[src/hw/spi_pkg.sv]
`default_nettype none

package spi_pkg;

  // Command operation, carried in the MSB of every frame.
  typedef enum logic {
    spi_op_read  = 1'b0,
    spi_op_write = 1'b1
  } spi_op_e;

  typedef logic [2:0] spi_addr_t;
  typedef logic [7:0] spi_data_t;
  typedef logic [3:0] spi_div_t;

  // Field order matches the wire order, MSB first.
  typedef struct packed {
    spi_op_e   op;
    spi_addr_t addr;
    spi_data_t data;
  } spi_cmd_t;

  typedef struct packed {
    logic sclk;
    logic cs_n;
    logic mosi;
  } spi_pins_t;

  // Frame lengths in sclk periods.
  localparam int CMD_BITS        = 12;
  localparam int ADDR_PHASE_BITS = 4;
  localparam int DATA_BITS       = $bits(spi_data_t);

  // Chip select high time between the two halves of a read, in clk cycles.
  localparam int TURNAROUND_CYCLES = 16;

  localparam spi_div_t DIV_RESET = 4'd4;

endpackage

`default_nettype wire

[src/hw/apb_pkg.sv]
`default_nettype none

package apb_pkg;

  localparam int APB_ADDR_W = 4;
  localparam int APB_DATA_W = 32;

  typedef struct packed {
    logic                  psel;
    logic                  penable;
    logic                  pwrite;
    logic [APB_ADDR_W-1:0] paddr;
    logic [APB_DATA_W-1:0] pwdata;
  } apb_req_t;

  typedef struct packed {
    logic [APB_DATA_W-1:0] prdata;
    logic                  pready;
    logic                  pslverr;
  } apb_rsp_t;

  // Register map of the SPI controller.
  typedef enum logic [APB_ADDR_W-1:0] {
    REG_CMD    = 4'h0,
    REG_STATUS = 4'h4,
    REG_RXDATA = 4'h8,
    REG_DIV    = 4'hC
  } apb_reg_e;

endpackage

`default_nettype wire

[src/hw/spi_clk_gen.sv]
`timescale 1ns/1ps
`default_nettype none

module spi_clk_gen (
  input  logic              clk,
  input  logic              rst_n,
  input  logic              sclk_en,
  input  spi_pkg::spi_div_t div,
  output logic              sclk_level,
  output logic              sclk_rise,
  output logic              sclk_fall
);

  import spi_pkg::*;

  spi_div_t half_cnt;
  logic     level_q;
  logic     tick;

  // Last clk cycle of the current half-period.
  assign tick = sclk_en && (half_cnt == div);

  always_ff @(posedge clk or negedge rst_n)
  begin
    if (!rst_n)
    begin
      half_cnt <= '0;
      level_q  <= 1'b0;
    end
    else if (!sclk_en)
    begin
      half_cnt <= '0;
      level_q  <= 1'b0;
    end
    else if (tick)
    begin
      half_cnt <= '0;
      level_q  <= ~level_q;
    end
    else
    begin
      half_cnt <= half_cnt + 1'b1;
    end
  end

  // Strobes lead the level by one cycle so users act on the same clk edge.
  assign sclk_rise = tick && !level_q;
  assign sclk_fall = tick && level_q;

  // Gated so sclk drops as soon as the enable does.
  assign sclk_level = level_q && sclk_en;

endmodule

`default_nettype wire

[src/hw/spi_master.sv]
`timescale 1ns/1ps
`default_nettype none

module spi_master (
  input  logic               clk,
  input  logic               rst_n,
  input  spi_pkg::spi_cmd_t  cmd,
  input  logic               cmd_vld,
  output logic               cmd_rdy,
  output logic               busy,
  output logic               sclk_en,
  input  logic               sclk_level,
  input  logic               sclk_rise,
  input  logic               sclk_fall,
  output spi_pkg::spi_pins_t pins,
  input  logic               miso,
  output logic               rd_vld,
  output spi_pkg::spi_data_t rd_data
);

  import spi_pkg::*;

  typedef enum logic [2:0] {
    idle,
    shift_cmd,
    turnaround,
    shift_in,
    done
  } spi_state_e;

  spi_state_e state;

  logic [CMD_BITS-1:0]                  tx_shreg;
  spi_data_t                            rx_shreg;
  logic [3:0]                           bit_cnt;
  logic [3:0]                           frame_len;
  logic [$clog2(TURNAROUND_CYCLES)-1:0] turn_cnt;
  logic                                 is_read;
  logic                                 cs_n_q;
  logic                                 mosi_q;
  logic                                 sclk_en_q;
  logic                                 last_tx_bit;
  logic                                 last_rx_bit;

  assign last_tx_bit = (bit_cnt == frame_len - 4'd1);
  assign last_rx_bit = (bit_cnt == 4'(DATA_BITS - 1));

  always_ff @(posedge clk or negedge rst_n)
  begin
    if (!rst_n)
    begin
      state     <= idle;
      cs_n_q    <= 1'b1;
      mosi_q    <= 1'b0;
      sclk_en_q <= 1'b0;
      bit_cnt   <= '0;
      frame_len <= '0;
      turn_cnt  <= '0;
      is_read   <= 1'b0;
    end
    else
    begin
      case (state)
        idle:
        begin
          if (cmd_vld)
          begin
            // Read sends only op and address before the turnaround.
            is_read   <= (cmd.op == spi_op_read);
            frame_len <= (cmd.op == spi_op_read) ? 4'(ADDR_PHASE_BITS) : 4'(CMD_BITS);
            cs_n_q    <= 1'b0;
            mosi_q    <= cmd.op;
            sclk_en_q <= 1'b1;
            bit_cnt   <= '0;
            state     <= shift_cmd;
          end
        end
        shift_cmd:
        begin
          if (sclk_fall)
          begin
            if (last_tx_bit)
            begin
              cs_n_q    <= 1'b1;
              mosi_q    <= 1'b0;
              sclk_en_q <= 1'b0;
              turn_cnt  <= '0;
              state     <= is_read ? turnaround : done;
            end
            else
            begin
              bit_cnt <= bit_cnt + 4'd1;
              mosi_q  <= tx_shreg[CMD_BITS-2];
            end
          end
        end
        turnaround:
        begin
          if (turn_cnt == ($bits(turn_cnt))'(TURNAROUND_CYCLES - 1))
          begin
            cs_n_q    <= 1'b0;
            sclk_en_q <= 1'b1;
            bit_cnt   <= '0;
            state     <= shift_in;
          end
          else
          begin
            turn_cnt <= turn_cnt + 1'b1;
          end
        end
        shift_in:
        begin
          if (sclk_fall)
          begin
            if (last_rx_bit)
            begin
              cs_n_q    <= 1'b1;
              sclk_en_q <= 1'b0;
              state     <= done;
            end
            else
            begin
              bit_cnt <= bit_cnt + 4'd1;
            end
          end
        end
        done:
        begin
          state <= idle;
        end
        default:
        begin
          state <= idle;
        end
      endcase
    end
  end

  always_ff @(posedge clk)
  begin
    if (state == idle && cmd_vld)
      tx_shreg <= cmd;
    else if (state == shift_cmd && sclk_fall)
      tx_shreg <= {tx_shreg[CMD_BITS-2:0], 1'b0};
    // Mode 0 samples miso on the rising edge.
    if (state == shift_in && sclk_rise)
      rx_shreg <= {rx_shreg[DATA_BITS-2:0], miso};
  end

  assign cmd_rdy = (state == idle);
  assign busy    = (state != idle);
  assign sclk_en = sclk_en_q;
  assign rd_vld  = (state == done) && is_read;
  assign rd_data = rx_shreg;

  assign pins.sclk = sclk_level;
  assign pins.cs_n = cs_n_q;
  assign pins.mosi = mosi_q;

  a_idle_cs_high: assert property (
    @(posedge clk) disable iff (!rst_n)
    (state == idle) |-> pins.cs_n
  );

  // A write must not produce read data before the master is free again.
  a_no_rd_after_write: assert property (
    @(posedge clk) disable iff (!rst_n)
    (cmd_vld && cmd_rdy && cmd.op == spi_op_write) |=> (!rd_vld until cmd_rdy)
  );

endmodule

`default_nettype wire

[src/hw/apb_spi_regs.sv]
`timescale 1ns/1ps
`default_nettype none

module apb_spi_regs (
  input  logic               clk,
  input  logic               rst_n,
  input  apb_pkg::apb_req_t  apb_req,
  output apb_pkg::apb_rsp_t  apb_rsp,
  output spi_pkg::spi_cmd_t  cmd,
  output logic               cmd_vld,
  input  logic               cmd_rdy,
  input  logic               busy,
  input  logic               rd_vld,
  input  spi_pkg::spi_data_t rd_data,
  output spi_pkg::spi_div_t  div
);

  import spi_pkg::*;
  import apb_pkg::*;

  spi_cmd_t              cmd_q;
  logic                  cmd_vld_q;
  spi_div_t              div_q;
  spi_data_t             rx_data_q;
  logic                  rx_valid_q;
  logic                  access;
  logic                  reg_hit;
  logic                  stall;
  logic                  wr_en;
  logic                  rd_en;
  logic [APB_DATA_W-1:0] rdata;

  assign access = apb_req.psel && apb_req.penable;

  // A second command waits in the access phase until the first is taken.
  assign stall = access && apb_req.pwrite && (apb_req.paddr == REG_CMD) && cmd_vld_q;

  assign wr_en = access && apb_req.pwrite && !stall;
  assign rd_en = access && !apb_req.pwrite;

  always_comb
  begin
    reg_hit = 1'b1;
    rdata   = '0;
    case (apb_req.paddr)
      REG_CMD:    rdata[CMD_BITS-1:0]  = cmd_q;
      REG_STATUS: rdata[1:0]           = {rx_valid_q, busy || cmd_vld_q};
      REG_RXDATA: rdata[DATA_BITS-1:0] = rx_data_q;
      REG_DIV:    rdata[3:0]           = div_q;
      default:    reg_hit              = 1'b0;
    endcase
  end

  always_ff @(posedge clk or negedge rst_n)
  begin
    if (!rst_n)
    begin
      cmd_q      <= '0;
      cmd_vld_q  <= 1'b0;
      div_q      <= DIV_RESET;
      rx_valid_q <= 1'b0;
    end
    else
    begin
      if (cmd_vld_q && cmd_rdy)
        cmd_vld_q <= 1'b0;
      if (wr_en && apb_req.paddr == REG_CMD)
      begin
        cmd_q     <= apb_req.pwdata[CMD_BITS-1:0];
        cmd_vld_q <= 1'b1;
      end
      if (wr_en && apb_req.paddr == REG_DIV)
        div_q <= apb_req.pwdata[3:0];
      // New data wins over a read clear in the same cycle.
      if (rd_vld)
        rx_valid_q <= 1'b1;
      else if (rd_en && apb_req.paddr == REG_RXDATA)
        rx_valid_q <= 1'b0;
    end
  end

  always_ff @(posedge clk)
  begin
    if (rd_vld)
      rx_data_q <= rd_data;
  end

  assign apb_rsp.prdata  = rdata;
  assign apb_rsp.pready  = !stall;
  assign apb_rsp.pslverr = access && !reg_hit;

  assign cmd     = cmd_q;
  assign cmd_vld = cmd_vld_q;
  assign div     = div_q;

  a_cmd_stable: assert property (
    @(posedge clk) disable iff (!rst_n)
    (cmd_vld && !cmd_rdy) |=> (cmd_vld && $stable(cmd))
  );

endmodule

`default_nettype wire

[src/hw/apb_spi_top.sv]
`timescale 1ns/1ps
`default_nettype none

module apb_spi_top (
  input  logic               clk,
  input  logic               rst_n,
  input  apb_pkg::apb_req_t  apb_req,
  output apb_pkg::apb_rsp_t  apb_rsp,
  output spi_pkg::spi_pins_t spi_pins,
  input  logic               miso
);

  import spi_pkg::*;

  spi_cmd_t  cmd;
  logic      cmd_vld;
  logic      cmd_rdy;
  logic      busy;
  logic      rd_vld;
  spi_data_t rd_data;
  spi_div_t  div;
  logic      sclk_en;
  logic      sclk_level;
  logic      sclk_rise;
  logic      sclk_fall;

  apb_spi_regs i_apb_spi_regs (
    .clk     (clk),
    .rst_n   (rst_n),
    .apb_req (apb_req),
    .apb_rsp (apb_rsp),
    .cmd     (cmd),
    .cmd_vld (cmd_vld),
    .cmd_rdy (cmd_rdy),
    .busy    (busy),
    .rd_vld  (rd_vld),
    .rd_data (rd_data),
    .div     (div)
  );

  spi_master i_spi_master (
    .clk        (clk),
    .rst_n      (rst_n),
    .cmd        (cmd),
    .cmd_vld    (cmd_vld),
    .cmd_rdy    (cmd_rdy),
    .busy       (busy),
    .sclk_en    (sclk_en),
    .sclk_level (sclk_level),
    .sclk_rise  (sclk_rise),
    .sclk_fall  (sclk_fall),
    .pins       (spi_pins),
    .miso       (miso),
    .rd_vld     (rd_vld),
    .rd_data    (rd_data)
  );

  spi_clk_gen i_spi_clk_gen (
    .clk        (clk),
    .rst_n      (rst_n),
    .sclk_en    (sclk_en),
    .div        (div),
    .sclk_level (sclk_level),
    .sclk_rise  (sclk_rise),
    .sclk_fall  (sclk_fall)
  );

endmodule

`default_nettype wire

[config.mk]
export PLATFORM = sky130hd
export DESIGN_NAME = apb_spi_top
export DESIGN_NICKNAME = d
export VERILOG_FILES = /design/src/hw/spi_pkg.sv /design/src/hw/apb_pkg.sv /design/src/hw/spi_clk_gen.sv /design/src/hw/spi_master.sv /design/src/hw/apb_spi_regs.sv /design/src/hw/apb_spi_top.sv
export SDC_FILE = /design/constraint.sdc
export NUM_CORES = 1
export LEC_CHECK = 0
export BUFFER_PORTS_ARGS = -buffer_cell sky130_fd_sc_hd__buf_2
export CAP_MARGIN = 20
export CORE_UTILIZATION = 48
export DETAILED_ROUTE_END_ITERATION = 16
export PLACE_DENSITY = 0.76
export SYNTH_ARGS = -nofsm -noshare
export SYNTH_HDL_FRONTEND = slang
export SYNTH_SLANG_ARGS = --single-unit
[constraint.sdc]
create_clock -name clk -period 2.6 [get_ports clk]
set_input_delay 0.13 -clock clk [delete_from_list [all_inputs] [get_ports clk]]
set_output_delay 0.13 -clock clk [all_outputs]
set_load 0.02 [all_outputs]
Yosys cells after proc, flatten, opt, wreduce, memory -nomap -nowiden
Index checks and enable logic that the tools add are counted.
Word-level totals
  register bits: 69
  output and inout port bits: 37
  input bits: 42
  logic and storage cells: 138
Operators by class
  bitwise operators: 2
  reductions and logical operators: 39
  mux-type cells: 53
  add/sub/neg operators: 4
  eq/ne operators: 21
Operator list (number)
  2-to-1 mux 4 bit: 13
  2-to-1 mux 1 bit: 22
  2-to-1 mux 11 bit: 2
  2-to-1 mux 3 bit: 7
  logical AND 1 bit: 18
  one-hot mux 4 bit (2 select lines): 2
  one-hot mux 4 bit (4 select lines): 1
  != test 2 x 1 -> 1 bit, second input constant: 7
  AND reduction 7 bit: 2
  adder 4 x 1 -> 4 bit, second input constant: 3
  == test 4 bit, second input constant: 3
  one-hot mux 3 bit (4 select lines): 1
  nonzero test 2 bit: 5
  == test 4 x 3 -> 1 bit, second input constant: 2
  == test 4 bit: 2
  one-hot mux 1 bit (4 select lines): 2
  one-hot mux 2 bit (4 select lines): 1
  == test 3 x 2 -> 1 bit, second input constant: 2
  != test 2 bit, second input constant: 3
  one-hot mux 2 bit (3 select lines): 1
  AND reduction 6 bit: 1
  logical NOT 1 bit: 4
  logical NOT 4 bit: 1
  AND reduction 4 bit: 1
  other kinds (12): 13

Longest topological paths before layout
Gate-level depths: netlist of run 1.
  depth after elaboration: 8
  gate-level depth with buffers: 8
  gate-level depth less buffers: 7

By module
From an unflattened synthesis of run 1, not the netlist that was laid out.
Unflattened totals
  cell total of the unflattened synthesis: 268
  area total of the unflattened synthesis: 3318.2 um^2
Modules (own cells, without submodules)
  spi_master: sequential area each 997.2 um^2, cells an instance 139, area each 1684.1 um^2, times used 1
  apb_spi_regs: sequential area each 691.9 um^2, cells an instance 105, area each 1352.5 um^2, times used 1
  spi_clk_gen: sequential area each 125.1 um^2, cells an instance 24, area each 281.5 um^2, times used 1

Worst setup path after synthesis of run 1
Ideal clock, no wire load.
  path type: reg-to-reg
  start point: register i_apb_spi_regs.div_q[2] (netlist: i_apb_spi_regs.div[2])
  end point: register i_spi_master.tx_shreg[0], enable pin
  slack: 0.141 ns
  setup time: 0.395 ns
  buffers on the path: 0
  required time: 2.205 ns
  arrival time: 2.064 ns
  stages on the path, launching flop included: 6
  clock period less this slack: 2.459 ns
  cell sequence: dfstp_2 > xnor2_1 > nand4_1 > nor2_2 > mux2i_1 > nor3_1
On the way
  cells in the longest elaborated chain, start to end: 5
Ends and longest elaborated chain
  from (decl): line apb_spi_regs.sv:23  | spi_div_t div_q;
  from (signal assigned): line apb_spi_regs.sv:73  | div_q <= apb_req.pwdata[3:0];
  == test 4 bit: line spi_clk_gen.sv:21  | assign tick = sclk_en && (half_cnt == div);
  logical AND 1 bit: line spi_clk_gen.sv:21
  logical AND 1 bit: line spi_clk_gen.sv:48  | assign sclk_fall = tick && level_q;
  logical AND 1 bit: line spi_master.sv:143  | else if (state == shift_cmd && sclk_fall)
  nonzero test 2 bit (no source line)
  to (signal assigned): line spi_master.sv:142  | tx_shreg <= cmd;
  to (signal assigned): line spi_master.sv:144  | tx_shreg <= {tx_shreg[CMD_BITS-2:0], 1'b0};
  to (decl): line spi_master.sv:33  | logic [CMD_BITS-1:0] tx_shreg;
Every way passes these cells.
A chain may end at the register's enable or synchronous reset.

Worst setup path in the final report of run 1
  start point: register i_spi_master.state[1]
  end point: register i_spi_master.bit_cnt[0]
On the way
  cells in the longest elaborated chain, start to end: 3
  elaborated cells on any way between the ends: 13
  classes of those cells: eq/ne (9); mux (1); reduce/logical (3)
Ends and longest elaborated chain
  from (decl): line spi_master.sv:31  | spi_state_e state;
  from (signal assigned): line spi_master.sv:52  | state <= idle;
  from (signal assigned): line spi_master.sv:75  | state <= shift_cmd;
  from (signal assigned): line spi_master.sv:88  | state <= is_read ? turnaround : done;
  == test 3 x 1 -> 1 bit (tied with other cells): line spi_master.sv:63  | case (state)
  != test 2 bit (no source line) (tied with other cells)
  AND reduction 7 bit (no source line)
  to (signal assigned): line spi_master.sv:92  | bit_cnt <= bit_cnt + 4'd1;
  to (signal assigned): line spi_master.sv:123  | bit_cnt <= bit_cnt + 4'd1;
  to (decl): line spi_master.sv:35  | logic [3:0] bit_cnt;
Several ways; a longest one is shown, not always the timed one.

==> results.yml, run 1 <==
yosys:
  synth_xor_area_share_pct: 2.39
  synth-simple-area-share_pct: 15.1
  syn_inst: 281
  synth_compound_gate_area_share_pct: 6.90
  synth_top_area_share_pct: 28.8
  synth_area_sq_um: 3300
  synth_warnings: 0
  synth_common_cells: "dfrtp_1, edfxtp_1, mux2_2"
  synthAdderAreaFrac_pct: 1.14
  ys_types: 49
  synth-main-ff-cell: "dfrtp_1"
  synth_edf_count: 27
  synth_top_area_cell: "dfrtp_1"
  yosysSeqAreaShare_pct: 54.9
  ys_seq_elements: 67
  synth_top_family_by_area: "simple AND/OR/NAND/NOR gates"
  synth_area_per_cell_sq_um: 11.8
  ys_async_sr_fraction_pct: 59.7
  yosysMostFrequentCell: "dfrtp_1"
  synth_area_leaders: "dfrtp_1, edfxtp_1, mux2_2"
  synthMuxAreaShare_pct: 12.3
outcome:
  status: "finished with violations"
  violations: "design-rule violations"
layout:
  drive_above_1_share_pct: 29.6
  fin_nets: 374
  final_cell_area_sq_um: 3770
  syn_to_final_growth_pct: 14.3
  antennaDiodeCount: 0
  fillers: 530
  fin_cells: 411
routing:
  drt-pass1-iter-count: 10
  wl_met1_um: 2890
  drt_iter0_markers: 172
  top_layer_used: "met4"
  wirelength_um: 6000
  wl_met3_um: 247
  wl_met2_um: 2790
  via_count: 2215
  via_per_inst: 5.39
  drtAntennaViolNets: 0
  wl_per_cell_um: 14.6
  drc: 4
placed_design:
  gp_congestion: 0.806
  dpl.hpwl_um: 4180
  dpl_cell_area_sq_um: 3500
  dp_cells: 390
  portBuffers: 38
sta:
  period_share_pct: 85.6
  slew_viol_final: 0
  fmax_ghz: 0.449
  hold_violations: 0
  slew_headroom_pct: 38.5
  setup_viol: 0
  period_minus_slack_ns: 2.23
  grt_setup_unrepaired: "no"
  tns_ns: 0
  fin_worst_skew_ns: 0.00673
  tightest_slew_ns: 0.922
die:
  coreArea_sq_um: 6490
  initial_utilization_pct: 50.8
  rows: 29
  pin_count: 79
  fp.dieW_um: 84.9
  fp.dieH_um: 84.9
  fp.dieArea_sq_um: 7210
grt:
  grt_max_degree: 41
  grt_pass1_wl_um: 10000
  grt_use_total_pct: 18.2
  grt_pass1_vias: 2089
  grt_overflow: 0
  antenna_found_initial: 0
worst_setup_path:
  required_ns: 2.84
  cp_max_fo: 15
  crit_type: "flip-flop to flip-flop"
  critical-path-slowest-cell: "dfrtp_1"
  critical_path_arrival_ns: 2.47
  crit_path_end_kind: "flip-flop"
  max_stage_delay_ns: 0.62
  crit_path_start_kind: "flip-flop"
  worstPathCellList: "and4bb_1, a221o_1, o21ai_0, o21ai_0, a22o_1, a22o_1"
cts:
  cts-root-buf: "clkbuf_8"
  cts.sinks: 67
  clkLatencyLatePin_ns: 0.35
  htree_levels: 3
  postCtsSetupBuffers: 0
  cts_made_buffers: 9
  clk_pin_slew_ns: 0.08
  cts_max_path_buffers: 2
  cts_tree: "yes"
min_path:
  hp-class: "input port to flip-flop"
flow_run:
  drv_cap: 0
pwr:
  irDropWorstVdd_mv: 0.398
  p_leak_uw: 0.00167
  powerDensity_nw_per_um2: 755
-- per-layer routing --
layer	track usage, %	up-vias
met5	0	-
met4	7.40	0
met1	23.9	1082
li1	-	1063
met3	5.35	9
met2	28.4	61
-- timing repair --
item,4_1_cts,5_1_grt
gates resized for setup,0,0
hold buffers,5,0
endpoints found under the hold margin,42,0
-- placed cells by master, fill, tap and decap left out, drive strengths merged, types with 2 or more instances in the layout --
cell type	synthesis	layout
nor3	8	8
a211oi	2	2
nor4	2	2
o31ai	2	2
nand3b	2	2
or3	3	3
xnor2	8	8
mux2i	8	8
clkbuf	6	9
buf	27	46
a221o	2	2
dfstp	2	2
a22o	3	3
and3	3	3
nand4	3	3
a21oi	5	5
mux2	27	27
o21ai	10	10
bufinv	0	2
nand2	15	15
and2	8	8
dfrtp	38	38
edfxtp	27	27
a31oi	2	2
dlygate4sd3	0	5
ha	3	3
conb	1	20
nand3	10	10
inv	5	8
nor2	24	24
and4bb	2	2
nor2b	4	4
nand2b	4	4
a21o	3	3
-- cells by family (layout without fill, tap and decap cells) --
| group | after synthesis | count (layout) |
|---|---|---|
| AOI/OAI and AO/OA | 33 | 33 |
| xor gates and xnor gates | 9 | 9 |
| adders and majority gates | 3 | 3 |
| buffers and inverters | 38 | 72 |
| DFF | 67 | 67 |
| muxes | 36 | 36 |
| other | 1 | 20 |
| and+or+nand+nor | 94 | 94 |
-- sequential cells by signal, summed over array words and instances (netlist names) --
| name | flops |
|---|---|
| i_apb_spi_regs.cmd_vld | 1 |
| i_spi_master.frame_len | 2 |
| i_spi_master.turn_cnt | 4 |
| i_spi_master.bit_cnt | 4 |
| i_spi_clk_gen.half_cnt | 4 |
| i_spi_master.rd_data | 8 |
| i_apb_spi_regs.cmd | 12 |
| i_apb_spi_regs.rx_data_q | 8 |
| i_apb_spi_regs.div | 4 |
| i_spi_clk_gen.level_q | 1 |
| i_apb_spi_regs.rx_valid_q | 1 |
| i_spi_master.state | 3 |
| i_spi_master.sclk_en | 1 |
| i_spi_master.mosi_q | 1 |
| i_spi_master.is_read | 1 |
| i_spi_master.tx_shreg | 11 |
| i_spi_master.cs_n_q | 1 |
-- power by group --
group	total, uW	switching (uW)	internal (uW)
clock	975	428	547
sequential	1330	114	1210
combinational	545	313	232
total	2850	855	1990
-- final timing paths --
check	from	end	slack [ns]	cells past startpoint
min	apb_req[7]	i_apb_spi_regs.cmd[7]	0.02	2
max reg2reg	i_spi_master.state[1]	i_spi_master.bit_cnt[0]	0.37	6
min in group asynchronous	rst_n	i_spi_clk_gen.half_cnt[1]	0.46	2
max in group asynchronous	rst_n	i_apb_spi_regs.cmd[10]	1.56	2
max	i_spi_master.state[1]	i_spi_master.bit_cnt[0]	0.37	6
min reg2reg	i_spi_master.rd_data[7]	i_apb_spi_regs.rx_data_q[7]	0.44	0
-- through the flow --
stage / utilization, % / setup slack (ns) / power (uW) / hold WS [ns]
6_report: 58.1 / 0.373 / 2850 / 0.0204
5_1_grt: 58.1 / 0.140 / 2990 / 0.00657
4_1_cts: 58.1 / 0.401 / 2870 / 0.00592
3_5_place_dp: 53.9 / 0.443 / 1890 / 0.311
3_3_place_gp: 53.9 / 0.474 / 1870 / 0.304
2_1_floorplan: - / 0.141 / 1770 / -0.166
-- critical path: cells and delay by family, from the launching register on --
| kind | cells | cell delay, ns |
|---|---|---|
| DFF | 1 | 0.62 |
| and+or+nand+nor | 1 | 0.24 |
| AOI/OAI and AO/OA | 5 | 1.25 |
-- cell type report --
cell class / instances / area (sq um) / share of cell area, %
Multi-Input combinational cell: 195 / 1320 / 35.1
Timing Repair Buffer: 51 / 300 / 7.95
Tap cell: 77 / 96.3 / 2.55
Sequential cell: 67 / 1810 / 48.1
Clock inverter: 7 / 97.6 / 2.59
Clock buffer: 9 / 124 / 3.28
Inverter: 5 / 18.8 / 0.497
(Power assumes the default switching activity.)
==> inputs of run 2 (changes only) <==
--- a/config.mk
+++ b/config.mk
@@ -5,6 +5,7 @@
 export SDC_FILE = /design/constraint.sdc
 export NUM_CORES = 1
 export LEC_CHECK = 0
+export ABC_AREA = 1
 export BUFFER_PORTS_ARGS = -buffer_cell sky130_fd_sc_hd__buf_2
 export CAP_MARGIN = 20
 export CORE_UTILIZATION = 48
==> results.yml, run 2 <==
outcome:
  violations: "design-rule violations"
  status: "finished with violations"
die:
  initial_utilization_pct: 50.5
  fp.dieW_um: 84.5
  coreArea_sq_um: 6460
  fp.dieH_um: 84.5
  pin_count: 79
  fp.dieArea_sq_um: 7130
  rows: 29
layout:
  antennaDiodeCount: 0
  largest_register_ffs: 12
  final_cell_mix: "nand2_1, inv_1, dfrtp_1, buf_2, nor2_1"
  fillers: 564
  multiInputGateArea_sq_um: 1150
  drive_above_1_share_pct: 18.4
  register_area_sq_um: 1810
  fin_cells: 491
  final_common_cell: "nand2_1"
  fin_nets: 454
  syn_to_final_growth_pct: 12.0
grt:
  grt_overflow: 0
  antenna_found_initial: 0
  grt_max_degree: 41
  grt_pass1_wl_um: 10500
  grt_pass1_vias: 2344
  grt_use_total_pct: 19.1
worst_setup_path:
  cpMostUsedCell: "nand2_1"
  worst_r2r_path_depth: 8
  r2r_slack_ns: 0.64
  cp_max_fo: 12
  required_ns: 2.59
  critical-path-slowest-cell: "dfstp_2"
  critical_path_arrival_ns: 1.95
  r2r-start: "i_apb_spi_regs.div[2]"
  path_delay_family: "simple AND/OR/NAND/NOR gates"
  max_stage_delay_ns: 0.55
  crit_path_end_kind: "flip-flop"
  crit_type: "flip-flop to flip-flop"
  worstPathCellList: "inv_1, nand2_1, nand2_1, nor2_2, nand2_1, nor2_1, nand3_1, nand2_1"
  crit_path_start_kind: "flip-flop"
  r2r-end: "i_spi_master.tx_shreg[10]"
  cp_num_buf_inv: 1
sta:
  grt_setup_unrepaired: "no"
  setup_viol: 0
  worst_slack_ns: 0.643
  fin_worst_skew_ns: 0.00805
  tns_ns: 0
  period_minus_slack_ns: 1.96
  fmax_ghz: 0.511
  slew_viol_final: 0
  hold_ws_ns: 0.0278
  period_share_pct: 75.3
  hold_violations: 0
  slew_headroom_pct: 38.1
  tightest_slew_ns: 0.928
routing:
  wl_per_cell_um: 12.3
  drtAntennaViolNets: 0
  drt-pass1-iter-count: 10
  via_count: 2387
  drc: 17
  via_per_inst: 4.86
  wirelength_um: 6020
  drt_iter0_markers: 163
cts:
  cts.sinks: 67
  clkLatencyLatePin_ns: 0.34
  cts_max_path_buffers: 2
  htree_levels: 3
  cts_tree: "yes"
  cts_made_buffers: 9
  post_cts_resized: 0
  postCtsSetupBuffers: 0
  clk_pin_slew_ns: 0.07
  cts-root-buf: "clkbuf_8"
placed_design:
  portBuffers: 38
  dpl.hpwl_um: 4400
  gp_congestion: 0.802
  dp_cells: 473
  dp_slack_ns: 0.645
yosys:
  synth_top_area_cell: "dfrtp_1"
  ys_seq_elements: 67
  synthAdderAreaFrac_pct: 1.15
  synth_warnings: 0
  ys_async_sr_fraction_pct: 59.7
  synth_area_leaders: "dfrtp_1, edfxtp_1, nand2_1"
  synthMuxAreaShare_pct: 0
  synth_top_family_by_area: "simple AND/OR/NAND/NOR gates"
  synth_area_sq_um: 3260
  ys_types: 35
  synth_compound_gate_area_share_pct: 7.90
  syn_inst: 364
  yosysSeqAreaShare_pct: 55.6
  synth-main-ff-cell: "dfrtp_1"
  yosysMostFrequentCell: "nand2_1"
  synth_xor_area_share_pct: 1.07
  synth_common_cells: "nand2_1, inv_1, dfrtp_1"
  synth_top_area_share_pct: 29.1
  synth_area_per_cell_sq_um: 8.96
  synth-simple-area-share_pct: 22.8
  synth_edf_count: 27
min_path:
  hp-class: "input port to flip-flop"
  hold_start: "apb_req[2]"
  hold_depth: 3
  whs_endpoint: "i_apb_spi_regs.div[2]"
flow_run:
  drv_cap: 0
pwr:
  powerDensity_nw_per_um2: 826
  p_leak_uw: 0.00182
  irDropWorstVdd_mv: 0.422
==> run 2: cell count changes in the layout (fill, tap and decap cells not counted), moves of 5 or more <==
cell	before	now
inv_1	5	45
nor2_1	22	32
nor3_1	8	2
and2_1	8	0
nand2_1	15	95
a21oi_1	5	11
xnor2_1	8	1
mux2i_1	8	0
nand3_1	10	17
buf_4	8	3
mux2_2	27	0
o21ai_0	9	25
==> run 2: worst max path at each step <==
stage                                      endpoint                  start  cells after the start  slack (ns)
after floorplan             i_spi_master.rd_data[0]  i_apb_spi_regs.div[2]                      8        0.56
after global placement     i_spi_master.tx_shreg[3]  i_apb_spi_regs.div[2]                      8        0.67
after detailed placement   i_spi_master.tx_shreg[6]  i_apb_spi_regs.div[2]                      8        0.64
after CTS                 i_spi_master.tx_shreg[10]  i_apb_spi_regs.div[2]                      8        0.63
after global routing      i_spi_master.tx_shreg[10]  i_apb_spi_regs.div[2]                      8        0.45
final                     i_spi_master.tx_shreg[10]  i_apb_spi_regs.div[2]                      8        0.64
==> run 2: per-stage QoR <==
| step | util, % | area, sq um | total power [uW] |
|---|---|---|---|
| after detailed placement | 53.4 | 3450 | 2240 |
| after global routing | 56.6 | 3650 | 3230 |
| final | 56.6 | 3650 | 3020 |
| after CTS | 56.6 | 3650 | 3050 |
| after global placement | 53.4 | 3450 | 2210 |
| after floorplan | - | 3330 | 2070 |
==> run 2: logic make-up after synthesis <==
logic type,count (synthesis)
buffers and inverters,75
xor gates and xnor gates,4
AOI/OAI and AO/OA,45
adders and majority gates,3
DFF,67
and+or+nand+nor,169
other,1
==> run 2: worst reg2reg max path: cells and delay by family, from the launching register on <==
kind	cells	cell delay, ns
and+or+nand+nor	7	1.02
DFF	1	0.55
buffers and inverters	1	0.05
==> run 2: cell type report <==
type | count | area share [%]
Clock inverter | 6 | 1.30
Sequential cell | 67 | 49.7
Tap cell | 77 | 2.64
Multi-Input combinational cell | 241 | 31.4
Inverter | 47 | 4.83
Clock buffer | 10 | 3.77
Timing Repair Buffer | 43 | 6.37
==> run 2: timing repair <==
| action | in CTS | in global routing |
|---|---|---|
| hold endpoints to repair | 39 | 0 |
| hold buffers | 2 | 0 |
| endpoints found under the setup margin | 0 | 0 |
==> run 2: power by group <==
part,internal [uW],switching (uW),leakage (uW)
combinational,263,546,0.000997
clock,382,421,0.0000937
sequential,1280,123,0.000729
==> run 2: routing by layer <==
metal / wire, um / GRT usage (%) / vias up / part of all wire [%]
met5: 0 / 0 / - / 0
met4: 131 / 9.55 / 0 / 2.2
met3: 211 / 3.64 / 9 / 3.5
met2: 2780 / 31.3 / 48 / 46
met1: 2890 / 24.5 / 1104 / 48
li1: - / - / 1226 / -
